===== src/hdl/matvec_cfg.svh =====
`ifndef MATVEC_CFG_SVH
`define MATVEC_CFG_SVH

// memory address width, both read memories and the result memory
`define MV_ADDR_W 12

// memory word width
// also the width of one result
`define MV_DATA_W 16

// largest matrix dimension N
// sizes the input word buffer
`define MV_MAX_N 16

// row / column index width
// needs to hold N itself, not only N-1
`define MV_IDX_W 5

// header layout per memory
//   word 0    N
//   word 1    element width in bits
//   word 2..  packed elements, msb field first

`endif


===== src/hdl/matvec_pkg.sv =====
`default_nettype none

`include "matvec_cfg.svh"

package matvec_pkg;

   // plain vectors with a meaning
   typedef logic [`MV_ADDR_W-1:0] addr_t;
   typedef logic [`MV_DATA_W-1:0] word_t;
   typedef logic [`MV_IDX_W-1:0]  idx_t;

   // element width code
   // 0 -> 2 bits, 1 -> 4 bits, 2 -> 8 bits, 3 -> 16 bits
   typedef logic [1:0] elem_w_t;

   // job geometry, captured from the two headers
   typedef struct packed {
      idx_t    n;
      elem_w_t in_w;
      elem_w_t wt_w;
      idx_t    row_words;
      idx_t    in_words;
   } layout_t;

   // one multiply-accumulate term
   typedef struct packed {
      logic valid;
      logic first;
      logic last;
      idx_t row;
   } mac_op_t;

   // result memory write port
   typedef struct packed {
      logic  en;
      addr_t addr;
      word_t data;
   } wr_port_t;

   typedef enum logic [2:0] {
      IDLE,
      HDR0,
      HDR1,
      LOAD_IN,
      FETCH_W,
      MAC_RUN,
      DRAIN
   } ctrl_state_t;

   // header width word to code, unknown widths fall back to 16
   function automatic elem_w_t width_code(word_t hdr);
      case (hdr)
         word_t'(2):  return 2'd0;
         word_t'(4):  return 2'd1;
         word_t'(8):  return 2'd2;
         default:     return 2'd3;
      endcase
   endfunction

endpackage

`default_nettype wire


===== src/hdl/matvec_ctrl.sv =====
`timescale 1ns/1ns
`default_nettype none

module matvec_ctrl (
   input  logic                clk,
   input  logic                arst_n,
   input  logic                run,
   input  matvec_pkg::word_t   in_rd_data,
   input  matvec_pkg::word_t   wt_rd_data,
   output logic                busy,
   output matvec_pkg::addr_t   in_rd_addr,
   output matvec_pkg::addr_t   wt_rd_addr,
   output matvec_pkg::layout_t layout,
   output logic                in_load,
   output logic                wt_load,
   output logic                wt_step,
   output matvec_pkg::idx_t    col,
   output matvec_pkg::mac_op_t op
);
   import matvec_pkg::*;

   ctrl_state_t state;
   ctrl_state_t state_nxt;
   // last row drained with its write one cycle out
   logic        done_q;
   logic        start;
   // input words taken so far
   idx_t        cnt;
   idx_t        row;
   // fields still to step in the current weight word
   idx_t        fld_left;
   idx_t        fld_per_wd;
   elem_w_t     in_code;
   elem_w_t     wt_code;
   logic        row_end;
   logic        word_end;

   // run only counts when fully idle
   assign start = (state == IDLE) && !busy && run;

   // width codes straight off the bus during HDR1
   assign in_code = width_code(in_rd_data);
   assign wt_code = width_code(wt_rd_data);

   // 16/width fields in one weight word
   assign fld_per_wd = idx_t'(1) << (2'd3 - layout.wt_w);
   assign word_end   = (fld_left == '0);
   assign row_end    = (col == layout.n - 1'b1);

   // strobes decoded from state
   assign in_load = (state == LOAD_IN);
   assign wt_load = (state == FETCH_W);
   assign wt_step = (state == MAC_RUN);

   always_comb begin
      state_nxt = state;
      case (state)
         IDLE:    if (start) state_nxt = HDR0;
         HDR0:    state_nxt = HDR1;
         HDR1:    state_nxt = LOAD_IN;
         LOAD_IN: if (cnt == layout.in_words - 1'b1) state_nxt = FETCH_W;
         FETCH_W: state_nxt = MAC_RUN;
         MAC_RUN: begin
            // row ends on a word boundary by the size rules
            if (row_end) begin
               state_nxt = DRAIN;
            end else if (word_end) begin
               state_nxt = FETCH_W;
            end
         end
         DRAIN:   state_nxt = (row == layout.n - 1'b1) ? IDLE : FETCH_W;
         default: state_nxt = IDLE;
      endcase
   end

   always_ff @(posedge clk or negedge arst_n) begin
      if (!arst_n) begin
         state      <= IDLE;
         busy       <= 1'b0;
         done_q     <= 1'b0;
         in_rd_addr <= '0;
         wt_rd_addr <= '0;
         layout     <= '0;
         cnt        <= '0;
         row        <= '0;
         col        <= '0;
         fld_left   <= '0;
         op         <= '0;
      end else begin
         state  <= state_nxt;
         done_q <= 1'b0;
         // term issued one cycle behind its step so the product lands with it
         op <= '{valid: (state == MAC_RUN), first: (col == '0), last: row_end, row: row};
         case (state)
            IDLE: begin
               // address 0 sits on both buses while waiting
               in_rd_addr <= start ? addr_t'(1) : '0;
               wt_rd_addr <= start ? addr_t'(1) : '0;
               if (start) begin
                  busy <= 1'b1;
               end else if (done_q) begin
                  busy <= 1'b0;
               end
            end
            HDR0: begin
               layout.n   <= idx_t'(in_rd_data);
               in_rd_addr <= in_rd_addr + 1'b1;
               wt_rd_addr <= wt_rd_addr + 1'b1;
            end
            HDR1: begin
               layout.in_w      <= in_code;
               layout.wt_w      <= wt_code;
               // words = N*w/16
               layout.in_words  <= layout.n >> (2'd3 - in_code);
               layout.row_words <= layout.n >> (2'd3 - wt_code);
               in_rd_addr       <= in_rd_addr + 1'b1;
               cnt              <= '0;
               row              <= '0;
               col              <= '0;
            end
            LOAD_IN: begin
               in_rd_addr <= in_rd_addr + 1'b1;
               cnt        <= cnt + 1'b1;
            end
            FETCH_W: begin
               // next word read overlaps the field steps
               wt_rd_addr <= wt_rd_addr + 1'b1;
               fld_left   <= fld_per_wd - 1'b1;
            end
            MAC_RUN: begin
               col      <= col + 1'b1;
               fld_left <= fld_left - 1'b1;
            end
            DRAIN: begin
               row <= row + 1'b1;
               col <= '0;
               if (row == layout.n - 1'b1) begin
                  done_q <= 1'b1;
               end
            end
            default: ;
         endcase
      end
   end

   // every input word is in before the first weight step
   a_load_step_excl: assert property (@(posedge clk) disable iff (!arst_n)
      wt_step |-> (!in_load && (cnt == layout.in_words)));

   // both memories describe the same N
   a_hdr_n_match: assert property (@(posedge clk) disable iff (!arst_n)
      (state == HDR0) |-> (in_rd_data == wt_rd_data));

   // weight pointer advances by one row of words per finished row
   a_row_words: assert property (@(posedge clk) disable iff (!arst_n)
      (state == DRAIN) |->
         (wt_rd_addr == addr_t'(2) + addr_t'(row + 1'b1) * addr_t'(layout.row_words)));

endmodule

`default_nettype wire


===== src/hdl/matvec_input_buf.sv =====
`timescale 1ns/1ns
`default_nettype none

`include "matvec_cfg.svh"

module matvec_input_buf (
   input  logic                clk,
   input  logic                arst_n,
   input  matvec_pkg::layout_t layout,
   input  logic                in_load,
   input  matvec_pkg::word_t   in_rd_data,
   input  matvec_pkg::idx_t    col,
   output matvec_pkg::word_t   in_elem
);
   import matvec_pkg::*;

   localparam int unsigned ptr_w = $clog2(`MV_MAX_N);

   // packed input words in load order
   word_t      mem [`MV_MAX_N];
   idx_t       wr_ptr;
   // elements per word
   idx_t       epw;
   idx_t       wsel;
   idx_t       fsel;
   // field width in bits
   logic [4:0] fw;
   logic [4:0] shamt;
   word_t      aligned;

   // pointer rewinds between bursts
   always_ff @(posedge clk or negedge arst_n) begin
      if (!arst_n) begin
         wr_ptr <= '0;
      end else if (in_load) begin
         wr_ptr <= wr_ptr + 1'b1;
      end else begin
         wr_ptr <= '0;
      end
   end

   always_ff @(posedge clk) begin
      if (in_load) begin
         mem[wr_ptr[ptr_w-1:0]] <= in_rd_data;
      end
   end

   always_comb begin
      fw    = 5'd2 << layout.in_w;
      epw   = idx_t'(1) << (2'd3 - layout.in_w);
      // word holding element col, then its field slot
      wsel  = col >> (2'd3 - layout.in_w);
      fsel  = col & (epw - 1'b1);
      shamt = 5'(fsel * fw);
      // msb field first, so move the wanted one to the top
      aligned = mem[wsel[ptr_w-1:0]] << shamt;
      // zero-extend
      in_elem = aligned >> (5'd16 - fw);
   end

   a_no_overflow: assert property (@(posedge clk) disable iff (!arst_n)
      in_load |-> (wr_ptr < idx_t'(`MV_MAX_N)));

endmodule

`default_nettype wire


===== src/hdl/matvec_weight_unpack.sv =====
`timescale 1ns/1ns
`default_nettype none

module matvec_weight_unpack (
   input  logic                clk,
   input  logic                arst_n,
   input  matvec_pkg::layout_t layout,
   input  logic                wt_load,
   input  logic                wt_step,
   input  matvec_pkg::word_t   wt_rd_data,
   output matvec_pkg::word_t   wt_elem
);
   import matvec_pkg::*;

   // current weight word, consumed from the top
   word_t      wd_q;
   // field width in bits
   logic [4:0] fw;

   assign fw = 5'd2 << layout.wt_w;

   always_ff @(posedge clk) begin
      if (wt_load) begin
         wd_q <= wt_rd_data;
      end else if (wt_step) begin
         // drop the field just used
         wd_q <= wd_q << fw;
      end
   end

   // top field, zero-extended
   // 16-bit code passes the word through
   assign wt_elem = wd_q >> (5'd16 - fw);

   // a step on the load cycle would skip field 0
   a_load_step_excl: assert property (@(posedge clk) disable iff (!arst_n)
      !(wt_load && wt_step));

endmodule

`default_nettype wire


===== src/hdl/matvec_mac.sv =====
`timescale 1ns/1ns
`default_nettype none

module matvec_mac (
   input  logic                 clk,
   input  logic                 arst_n,
   input  matvec_pkg::mac_op_t  op,
   input  matvec_pkg::word_t    in_elem,
   input  matvec_pkg::word_t    wt_elem,
   output matvec_pkg::wr_port_t res_wr
);
   import matvec_pkg::*;

   // product of the fields seen on the step cycle
   word_t prod_q;
   word_t acc_q;
   word_t sum;
   logic  wr_en_q;
   addr_t wr_addr_q;
   word_t wr_data_q;

   // first term restarts the row, wraps mod 2^16
   assign sum = (op.first ? '0 : acc_q) + prod_q;

   always_ff @(posedge clk) begin
      prod_q <= word_t'(in_elem * wt_elem);
      if (op.valid) begin
         acc_q <= sum;
      end
      if (op.valid && op.last) begin
         wr_addr_q <= addr_t'(op.row);
         wr_data_q <= sum;
      end
   end

   // one write per row, the cycle after the last term
   always_ff @(posedge clk or negedge arst_n) begin
      if (!arst_n) begin
         wr_en_q <= 1'b0;
      end else begin
         wr_en_q <= op.valid && op.last;
      end
   end

   assign res_wr = '{en: wr_en_q, addr: wr_addr_q, data: wr_data_q};

   // rows are at least one term plus a drain apart
   a_wr_single: assert property (@(posedge clk) disable iff (!arst_n)
      res_wr.en |=> !res_wr.en);

endmodule

`default_nettype wire


===== src/hdl/matvec_top.sv =====
`timescale 1ns/1ns
`default_nettype none

module matvec_top (
   input  logic                 clk,
   input  logic                 arst_n,
   input  logic                 run,
   input  matvec_pkg::word_t    in_rd_data,
   input  matvec_pkg::word_t    wt_rd_data,
   output logic                 busy,
   output matvec_pkg::addr_t    in_rd_addr,
   output matvec_pkg::addr_t    wt_rd_addr,
   output matvec_pkg::wr_port_t res_wr
);
   import matvec_pkg::*;

   // controller to datapath
   layout_t layout;
   logic    in_load;
   logic    wt_load;
   logic    wt_step;
   idx_t    col;
   mac_op_t op;
   // selected operands
   word_t   in_elem;
   word_t   wt_elem;

   matvec_ctrl u_ctrl (
      .clk        (clk),
      .arst_n     (arst_n),
      .run        (run),
      .in_rd_data (in_rd_data),
      .wt_rd_data (wt_rd_data),
      .busy       (busy),
      .in_rd_addr (in_rd_addr),
      .wt_rd_addr (wt_rd_addr),
      .layout     (layout),
      .in_load    (in_load),
      .wt_load    (wt_load),
      .wt_step    (wt_step),
      .col        (col),
      .op         (op)
   );

   matvec_input_buf u_input_buf (
      .clk        (clk),
      .arst_n     (arst_n),
      .layout     (layout),
      .in_load    (in_load),
      .in_rd_data (in_rd_data),
      .col        (col),
      .in_elem    (in_elem)
   );

   matvec_weight_unpack u_weight_unpack (
      .clk        (clk),
      .arst_n     (arst_n),
      .layout     (layout),
      .wt_load    (wt_load),
      .wt_step    (wt_step),
      .wt_rd_data (wt_rd_data),
      .wt_elem    (wt_elem)
   );

   matvec_mac u_mac (
      .clk     (clk),
      .arst_n  (arst_n),
      .op      (op),
      .in_elem (in_elem),
      .wt_elem (wt_elem),
      .res_wr  (res_wr)
   );

endmodule

`default_nettype wire


===== config.mk =====
export PLATFORM = sky130hd
export DESIGN_NAME = matvec_top
export DESIGN_NICKNAME = d
export VERILOG_FILES = /design/src/hdl/matvec_pkg.sv /design/src/hdl/matvec_ctrl.sv /design/src/hdl/matvec_input_buf.sv /design/src/hdl/matvec_weight_unpack.sv /design/src/hdl/matvec_mac.sv /design/src/hdl/matvec_top.sv
export VERILOG_INCLUDE_DIRS = /design/src /design/src/hdl
export SDC_FILE = /design/constraint.sdc
export NUM_CORES = 1
export LEC_CHECK = 0
export BUFFER_PORTS_ARGS = -buffer_cell sky130_fd_sc_hd__buf_2
export CAP_MARGIN = 20
export CORE_ASPECT_RATIO = 1.4
export CORE_UTILIZATION = 57
export CTS_CLUSTER_DIAMETER = 100
export CTS_CLUSTER_SIZE = 10
export DETAILED_ROUTE_END_ITERATION = 10
export PLACE_DENSITY = 0.77
export REMOVE_ABC_BUFFERS = 1
export SETUP_SLACK_MARGIN = 0.5
export SLEW_MARGIN = 20
export SYNTH_ARGS = -nofsm -noshare
export SYNTH_HDL_FRONTEND = slang
export SYNTH_SLANG_ARGS = --single-unit

===== constraint.sdc =====
create_clock -name clk -period 9.73 [get_ports clk]
set_input_delay 0 -clock clk [delete_from_list [all_inputs] [get_ports clk]]
set_output_delay 0 -clock clk [all_outputs]
set_load 0.02 [all_outputs]

==> qor.yml, run 1 <==
run_status:
  status: "complete, no violations"
floorplan:
  core-area_um2: 39500
  fp.dieW_um: 171
  die_y_um: 239
  dieArea_um2: 41000
  start_util: 0.580
  num_rows: 86
  io_pins: 89
setup_path:
  rrSetupSlack_ns: 0.86
  arrival_ns: 9.31
  slowest_delay_ns: 0.77
  cp_max_fo: 18
  slowest_stage: "nor4_1"
  criticalPathCategory: "flop to flop"
  r2r_start: "u_ctrl.layout[13]"
  r2r-end: "u_mac.prod_q[15]"
  cp_data_required_time_ns: 10.17
  cp-end-kind: "flop"
  start_kind: "flop"
  rr_worst_depth: 27
  crit_family: "adder cells"
  worstPathBufferInverterCount: 6
  worst_path_most_repeated_cell: "fa_1"
layout:
  diodes: 0
  area_delta_synth_final_pct: 12.4
  layout.nets: 2349
  drive_gt1_frac: 0.130
timing:
  finalSetupViolCount: 0
  slew_headroom: 0.245
  whs_ns: 0.115
  grt_setup_unrepaired: "false"
  finalHoldViolations: 0
  slew_violations: 0
  period_minus_slack_ns: 8.87
  tightest_slew_ns: 1.13
  clock_skew_ns: 0.0243
  max_freq_ghz: 0.113
  fin_crit_sh: 0.911
  fin_setup_tns_ns: 0
route:
  drtIter0Drc: 1230
  firstDrtPassIters: 5
  vias_per_cell: 5.96
  wire_per_inst_um: 20.9
  drc_errors: 0
  antenna_left: 0
  wl_mm: 56.1
  via_count: 16000
synth:
  ys_warn_count: 0
  ys_top_cells_by_area: "edfxtp_1 (41%), dfrtp_1 (8.3%), fa_1 (7.1%)"
  synth_edf_count: 309
  ys_ff_latch: 401
  synthTopCellsByCount: "edfxtp_1 (309), nand2_1 (182), nor2_1 (162)"
  syn_area_um2: 22900
  synthFlopType: "edfxtp_1"
  seq_area_frac_synth: 0.502
  async_flop_share: 0.190
  syn_inst: 2015
  synth.avg_cell_area_um2: 11.4
  yosys.area.top_type: "edfxtp_1"
  post_synth_num_cell_types: 87
  synth.most_common_cell: "edfxtp_1"
  synth_top_area_share: 0.405
clocking:
  clock_tree.buffer_depth: 3
  cts_tree: "built"
  cts_made_buffers: 46
  clkTransAtPathRegs_ns: 0.06
  cts.htree.levels: 2
  clockRootBuffer: "clkbuf_16"
  insertion_delay_ns: 0.56
  cts.sinks: 401
place:
  io_buffers: 81
  dpl.hpwl_mm: 38.3
  gp_congestion: 0.911
hold_path:
  hold_path_class: "primary input to asynchronous set/reset pin"
flow_run:
  maxCapViolCount: 0
global_routing:
  grt.total_usage: 0.279
  overflow: 0
  antenna_found_initial: 0
  grt_pass1_vias: 16400
  grt_max_degree: 77
  grt_pass1_wl_mm: 86.9
-- worst max-delay path by stage --
stage	slack, ns	cells after the start	startpoint	end
floorplan	-0.04	32	u_ctrl.layout[12]	u_mac.prod_q[15]
global placement	0.41	36	u_ctrl.layout[13]	u_mac.prod_q[15]
detailed placement	0.31	36	u_ctrl.layout[13]	u_mac.prod_q[15]
CTS	0.51	38	u_ctrl.layout[12]	u_mac.prod_q[15]
global route	0.52	39	u_ctrl.layout[13]	u_mac.prod_q[15]
finish	0.86	27	u_ctrl.layout[13]	u_mac.prod_q[15]
-- logic make-up after synthesis --
kind of cell,Yosys count,synth area share
AND/OR/NAND/NOR,614,0.128
buffers and inverters,251,0.0478
adder cells (fa/ha/maj),166,0.117
flip-flops,401,0.502
other,1,0.000164
AO/OA/AOI/OAI,337,0.0965
XOR/XNOR,82,0.0326
multiplexers,163,0.0757
-- worst register-to-register path, stage by stage, from the launching register on --
cell and delay [ns]:
dfrtp_4 0.53, buf_4 0.22, nor4bb_1 0.44, a21o_1 0.51, buf_4 0.29, a221oi_1 0.15, nor4_1 0.77, a21oi_1 0.40
or2_1 0.42, nor2_1 0.18, fa_1 0.44, inv_1 0.08, fa_1 0.40, inv_1 0.09, fa_1 0.44, fa_1 0.52
fa_1 0.55, inv_1 0.06, fa_1 0.47, inv_1 0.04, ha_1 0.31, or3_1 0.37, o21ai_0 0.08, a21oi_1 0.08
xor2_1 0.16, xnor3_1 0.27, xor2_2 0.16, xnor3_1 0.32
-- flip-flops by register name, summed over array words and instances (netlist names) --
register / cells
u_input_buf.mem: 256
u_mac.acc_q: 16
u_mac.prod_q: 16
u_mac.wr_data_q: 16
u_weight_unpack.wd_q: 16
u_ctrl.layout: 14
u_ctrl.in_rd_addr: 12
u_ctrl.wt_rd_addr: 12
u_ctrl.op: 8
u_ctrl.cnt: 5
u_ctrl.col: 5
u_ctrl.fld_left: 5
u_ctrl.row: 5
u_mac.wr_addr_q: 5
u_input_buf.wr_ptr: 4
u_ctrl.state: 3
u_ctrl.busy: 1
u_ctrl.done_q: 1
u_mac.wr_en_q: 1
-- through the flow --
step / setup slack, ns / area [um^2] / std cells / util
after floorplan: -0.0416 / 22400 / 1924 / -
after global placement: 0.411 / 23900 / 2579 / 0.605
after detailed placement: 0.310 / 23900 / 2580 / 0.605
after CTS: 0.506 / 25600 / 2678 / 0.647
after global routing: 0.521 / 25700 / 2690 / 0.652
final: 0.864 / 25700 / 2690 / 0.652
-- layout make-up --
type	count	area [um^2]
tap	528	661
inverter	154	578
clock inverter	4	71.3
multi-input combinational	1370	10500
sequential	401	11500
timing repair buffer	175	1250
fill	3068	13800
clock buffer	58	1200
-- metal layers --
layer	vias up	share of wire	global-route usage
li1	7405	-	-
met4	0	0.044	0.134
met2	531	0.52	0.503
met3	161	0.046	0.0314
met1	7944	0.39	0.328
met5	-	0	0
-- placed cells by master (no fill, tap or decap), types with 46 or more instances in the layout --
cell type | Yosys | final
buf_4 | 12 | 55
nor2_1 | 162 | 162
dfrtp_1 | 76 | 71
mux2i_1 | 138 | 138
xnor2_1 | 59 | 58
fa_1 | 81 | 81
clkbuf_16 | 0 | 46
inv_1 | 150 | 149
nand2_1 | 182 | 180
edfxtp_1 | 309 | 309
nor3_1 | 47 | 46
o21ai_0 | 97 | 95
a21oi_1 | 79 | 76
ha_1 | 85 | 84
buf_2 | 20 | 80
-- repair_timing --
| action | 4_1_cts | 5_1_grt |
|---|---|---|
| setup endpoints to repair | 1 | 1 |
| gates resized for setup | 6 | 18 |
| endpoints found under the hold margin | 356 | 0 |
| buffers inserted | 0 | 11 |
| cloned | 1 | 0 |
| pin swaps | 0 | 2 |
| hold buffers | 35 | 0 |
Power of run 1 is not shown: default switching activity piles up to over one toggle a cycle in this logic, so the estimate is an artifact.
==> run 2, diff against run 1 <==
--- a/config.mk
+++ b/config.mk
@@ -9,6 +9,7 @@
 export BUFFER_PORTS_ARGS = -buffer_cell sky130_fd_sc_hd__buf_2
 export CAP_MARGIN = 20
 export CORE_ASPECT_RATIO = 1.4
+export CORE_MARGIN = 4
 export CORE_UTILIZATION = 57
 export CTS_CLUSTER_DIAMETER = 100
 export CTS_CLUSTER_SIZE = 10
==> run 2 against run 1 <==
Compared with the run above:
- core utilization grew 0.57 points
- sequential share of layout area shrank 0.39 points
- routed wire length grew 0.70%
- first-iteration DRC count shrank 9.4%
- global-route usage shrank 2.1 points
- cell count grew 1.0%
- count of clock-buffer cells in the layout grew 11
- hold slack gained 0.016 ns
- non-clock buffer count grew 16
==> qor.yml, run 2 (same netlist as run 1, synthesis figures left out) <==
setup_path:
  slowest_delay_ns: 0.55  # -0.22 ns
  r2r-end: "u_mac.prod_q[15]"
  arrival_ns: 9.37  # +0.06 ns
  rr_worst_depth: 33  # +22%
  cp_max_fo: 8  # -10
  rrSetupSlack_ns: 0.82  # -0.05 ns
  cp-end-kind: "flop"
  worst_path_most_repeated_cell: "fa_1"
  slowest_stage: "fa_1"
  crit_family: "adder cells"
  cp_data_required_time_ns: 10.19  # +0.02 ns
  start_kind: "flop"
  worstPathBufferInverterCount: 6  # unchanged
  r2r_start: "u_ctrl.layout[12]"
  criticalPathCategory: "flop to flop"
flow_run:
  maxCapViolCount: 0  # unchanged
clocking:
  cts.htree.levels: 2  # unchanged
  clock_tree.buffer_depth: 3  # unchanged
  cts.sinks: 401  # unchanged
  clockRootBuffer: "clkbuf_16"
  insertion_delay_ns: 0.60  # +0.04 ns
  cts_made_buffers: 46  # unchanged
  cts_tree: "built"
  clkTransAtPathRegs_ns: 0.07  # about the same
layout:
  layout.nets: 2365  # +0.68%
  final_common_cell: "edfxtp_1"
  drive_gt1_frac: 0.140  # +0.00981
  postLayoutCellArea_um2: 26000  # +0.87%
  final_cell_mix: "edfxtp_1 (309), nand2_1 (180), nor2_1 (161)"
  multi_input_area_um2: 10500  # +0.41%
  largest_reg_flops: 256  # unchanged
  area_delta_synth_final_pct: 13.4
  post_layout_nonfiller_instances: 2717  # +1.0%
  seqCellArea_um2: 11500  # unchanged
  fill_cells: 3002  # -2.2%
  diodes: 0  # unchanged
timing:
  clock_skew_ns: 0.0375  # +0.0133 ns
  finalSetupViolCount: 0  # unchanged
  max_freq_ghz: 0.112  # -0.52%
  period_minus_slack_ns: 8.91  # +0.0469 ns
  tightest_slew_ns: 1.18  # +0.0426 ns
  finalHoldViolations: 0  # unchanged
  slew_violations: 0  # unchanged
  slew_headroom: 0.216  # -0.0284
  grt_setup_unrepaired: "false"
  fin_crit_sh: 0.916  # +0.00482
global_routing:
  grt.total_usage: 0.258  # -0.0209
  grt_pass1_vias: 16100  # -1.4%
  grt_pass1_wl_mm: 88.2  # +1.6%
  antenna_found_initial: 0  # unchanged
  overflow: 0  # unchanged
  grt_max_degree: 77  # unchanged
place:
  place_area_um2: 23900  # about the same
  io_buffers: 81  # unchanged
  gp_congestion: 0.905  # -0.70%
  dpl.cell_count: 2586  # +0.23%
  dpl.hpwl_mm: 38.4  # +0.29%
route:
  drtIter0Drc: 1114  # -9.4%
  wire_per_inst_um: 20.8  # -0.30%
  wl_mm: 56.5  # +0.70%
  drc_errors: 0  # unchanged
  firstDrtPassIters: 6  # +1
  antenna_left: 0  # unchanged
  via_count: 16000  # -0.26%
  vias_per_cell: 5.89  # -1.2%
floorplan:
  start_util: 0.580  # unchanged
  fp.dieW_um: 177  # +3.5%
  num_rows: 86  # unchanged
  dieArea_um2: 43500  # +6.1%
  core-area_um2: 39500  # unchanged
  die_y_um: 245  # +2.5%
  io_pins: 89  # unchanged
hold_path:
  hold_path_class: "primary input to asynchronous set/reset pin"
run_status:
  status: "complete, no violations"
## run 2: cell count changes in the layout (fill, tap and decap cells not counted), sizes merged
cell / delta
clkinv: -1
clkdlybuf4s15: +1
clkbuf: +10
buf: +17
dlygate4sd3: -1
inv: +1
## run 2: worst max path at each step
stage                                 start                to  cells after the start
after floorplan           u_ctrl.layout[12]  u_mac.prod_q[15]                     32
after global placement    u_ctrl.layout[13]  u_mac.prod_q[15]                     38
after detailed placement  u_ctrl.layout[13]  u_mac.prod_q[15]                     38
after CTS                 u_ctrl.layout[12]  u_mac.prod_q[15]                     38
after global routing      u_ctrl.layout[12]  u_mac.prod_q[15]                     37
final                     u_ctrl.layout[12]  u_mac.prod_q[15]                     33
## run 2: area by class of cell
class / count / share of cell area
sequential: 401 / 0.443
multi-input combinational: 1370 / 0.405
timing repair buffer: 191 / 0.0527
clock buffer: 69 / 0.0477
tap: 528 / 0.0254
inverter: 154 / 0.0223
clock inverter: 4 / 0.00342
## run 2: timing repair
item,CTS,global route
setup buffers,6,16
hold buffers,34,0
resized for setup,11,28
endpoints found under the setup margin,1,1
endpoints found under the hold margin,356,0
gates cloned,1,1
pin swaps,0,4
## run 2: through the flow
stage	setup TNS, ns	hold slack [ns]	worst slack, ns	util
after floorplan	-0.0416	-0.296	-0.0416	-
after global placement	0	0.199	0.389	0.606
after detailed placement	0	0.206	0.173	0.606
after CTS	0	0.155	0.504	0.651
after global routing	0	0.212	0.487	0.657
final	0	0.131	0.817	0.657
## run 2: metal layers
metal,GRT usage,part of all wire,vias up
met1,0.311,0.38,7895
met2,0.476,0.53,542
met4,0.0840,0.035,0
li1,-,-,7441
met3,0.0331,0.051,122
met5,0,0,-
## run 2: worst reg2reg max path, delay by kind of cell, from the launching register on
| kind | cells | cell delay [ns] |
|---|---|---|
| fa+ha+maj | 10 | 4.29 |
| simple gates | 8 | 1.42 |
| xor+xnor | 4 | 1.21 |
| compound gates | 5 | 0.90 |
| buf+inv | 6 | 0.52 |
| flops | 1 | 0.47 |
Power of run 2 is left out for the same reason.
==> run 3, diff against run 2 <==
--- a/config.mk
+++ b/config.mk
@@ -20,4 +20,5 @@
 export SLEW_MARGIN = 20
 export SYNTH_ARGS = -nofsm -noshare
 export SYNTH_HDL_FRONTEND = slang
+export SYNTH_HIERARCHICAL = 1
 export SYNTH_SLANG_ARGS = --single-unit
==> run 3 against run 2 <==
Compared with the run above:
- routed wire length grew 7.4%
- cell area grew 1.4%
- synthesized cell count grew 1.8%
- largest cell class unchanged
- critical path depth shrank 5
- register-to-register slack is essentially flat
- flip-flop and latch count is the same
- cell count grew 0.26%
- die area grew 3.4%
- count of clock-buffer cells in the layout grew 2
- worst setup slack gained 0.014 ns
==> qor.yml, run 3 <==
place:
  gp_congestion: 0.944  # +4.3%
  place_area_um2: 24600  # +2.8%
  dpl_worst_slack_ns: 0.267  # +0.0940 ns
  dpl.hpwl_mm: 41.2  # +7.1%
  io_buffers: 81  # unchanged
setup_path:
  arrival_ns: 9.34  # -0.03 ns
  start_kind: "flop"
  rr_worst_depth: 28  # -15%
  r2r_start: "u_ctrl/col[3]"
  slowest_stage: "dfrtp_2"
  cp-end-kind: "flop"
  r2r-end: "u_mac/prod_q[15]"
  cp_data_required_time_ns: 10.18  # about the same
  criticalPathCategory: "flop to flop"
  cp_max_fo: 40  # +32
  rrSetupSlack_ns: 0.83  # about the same
  slowest_delay_ns: 0.66  # +0.11 ns
  worst_path_most_repeated_cell: "fa_1"
timing:
  max_freq_ghz: 0.112  # +0.16%
  period_minus_slack_ns: 8.90  # -0.0143 ns
  final.setup.worst_slack_ns: 0.831  # +0.0143 ns
  grt_setup_unrepaired: "true"
  finalHoldViolations: 0  # unchanged
  clock_skew_ns: 0.0260  # -0.0115 ns
  slew_violations: 0  # unchanged
  finalSetupViolCount: 0  # unchanged
  tightest_slew_ns: 1.20  # +0.0293 ns
  fin_crit_sh: 0.915  # -0.00147
  fin_setup_tns_ns: 0  # unchanged
  slew_headroom: 0.197  # -0.0196
layout:
  final_common_cell: "edfxtp_1"
  final_cell_mix: "edfxtp_1 (309), nand2_1 (201), inv_1 (155)"
  area_delta_synth_final_pct: 11.1
  final_core_util: 0.639  # -0.0180
  layout.nets: 2361  # -0.17%
  fill_cells: 3138  # +4.5%
  largest_reg_flops: 256  # unchanged
  diodes: 0  # unchanged
  postLayoutCellArea_um2: 26300  # +1.4%
  drive_gt1_frac: 0.134  # -0.00609
floorplan:
  fp.dieW_um: 180  # +1.7%
  io_pins: 89  # unchanged
  die_y_um: 249  # +1.7%
  num_rows: 88  # +2.3%
  core-area_um2: 41200  # +4.3%
  start_util: 0.576  # -0.00422
  dieArea_um2: 45000  # +3.4%
global_routing:
  grt_max_degree: 77  # unchanged
  antenna_found_initial: 0  # unchanged
  overflow: 0  # unchanged
  grt_pass1_vias: 17200  # +6.9%
  grt.total_usage: 0.261  # +0.00254
  grt_pass1_wl_mm: 94.0  # +6.5%
hold_path:
  hold_path_class: "primary input to asynchronous set/reset pin"
power_and_ir_drop:
  p_clk_frac: 0.160
  p_switching_w: 0.00431
  internal_power_w: 0.00536
  sw_frac_of_total: 0.445
  total_power_w: 0.00967
  power_frac_comb: 0.595
  power_density_nw_per_um2: 367
  seqPwrFrac: 0.245
  p_leak_nw: 10.4
  vdd_ir_drop_max_mv: 0.244
route:
  drtIter0Drc: 1672  # +50%
  vias_per_cell: 6.31  # +7.1%
  via_count: 17200  # +7.4%
  dr_wl_met3_mm: 4.35  # +51%
  antenna_left: 0  # unchanged
  wl_mm: 60.7  # +7.4%
  drc_errors: 0  # unchanged
  wire_per_inst_um: 22.3  # +7.2%
  dr_wl_met2_mm: 31.2  # +3.6%
  dr.max_layer_used: "met4"
  wl_met1_mm: 21.6  # +0.39%
  firstDrtPassIters: 5  # -1
synth:
  syn_inst: 2052  # +1.8%
  syn_area_um2: 23700  # +3.5%
  ys_warn_count: 6  # +6
  synth.avg_cell_area_um2: 11.6  # +1.7%
clocking:
  cts_made_buffers: 46  # unchanged
  cts.sinks: 401  # unchanged
  clockRootBuffer: "clkbuf_16"
  cts_tree: "built"
  clock_tree.buffer_depth: 3  # unchanged
  insertion_delay_ns: 0.58  # -0.02 ns
  cts.htree.levels: 2  # unchanged
  clkTransAtPathRegs_ns: 0.06  # about the same
flow_run:
  maxCapViolCount: 0  # unchanged
run_status:
  status: "complete, no violations"
## run 3: area by class of cell
class / instances / area, um^2 / area share
sequential: 401 / 11500 / 0.437
multi-input combinational: 1385 / 11100 / 0.422
clock buffer: 71 / 1240 / 0.0473
timing repair buffer: 164 / 1130 / 0.0429
tap: 540 / 676 / 0.0257
inverter: 159 / 597 / 0.0227
clock inverter: 4 / 71.3 / 0.00271
## run 3: per-stage QoR
step | cells | hold slack (ns)
after floorplan | 1943 | -0.296
after global placement | 2612 | 0.203
after detailed placement | 2612 | 0.214
after CTS | 2721 | 0.164
after global routing | 2724 | 0.236
final | 2724 | 0.165
## run 3: how the worst max path moves through the flow
stage / startpoint / endpoint / slack [ns] / cells after the start
global route: u_ctrl/layout[12] / u_mac/prod_q[14] / 0.46 / 27
detailed placement: u_ctrl/layout[12] / u_mac/prod_q[14] / 0.27 / 28
finish: u_ctrl/col[3] / u_mac/prod_q[15] / 0.83 / 28
CTS: u_ctrl/layout[13] / u_mac/prod_q[14] / 0.57 / 27
global placement: u_ctrl/layout[12] / u_mac/prod_q[15] / 0.45 / 27
floorplan: u_ctrl/layout[12] / u_mac/prod_q[14] / 1.01 / 26
## run 3: critical path: cells and delay by family (launching register included)
family          cells  cell delay, ns
simple gates        3            0.68
fa+ha+maj           7            2.80
compound gates      8            2.53
buf+inv             7            1.18
flops               1            0.66
mux                 2            0.80
xor+xnor            1            0.11
## run 3: per-layer routing
metal,vias to the layer above,track usage
li1,7650,-
met1,8450,0.311
met2,848,0.460
met3,235,0.0358
met4,0,0.132
met5,-,0
## run 3: timing repair
item / CTS / global route
setup buffers: 0 / 0
setup endpoints to repair: 3 / 3
endpoints found under the hold margin: 355 / 0
cloned: 0 / 2
resized for setup: 2 / 9
hold buffers: 34 / 0
## run 3: power groups by stage
stage | sequential, W | combinational (W) | clock (W)
floorplan | 0.00239 | 0.00422 | 0
global placement | 0.00239 | 0.00547 | 0
detailed placement | 0.00240 | 0.00568 | 0
CTS | 0.00237 | 0.00574 | 0.00157
global route | 0.00240 | 0.00648 | 0.00164
finish | 0.00237 | 0.00576 | 0.00154
Note: power is estimated with default switching activity, not from simulation.
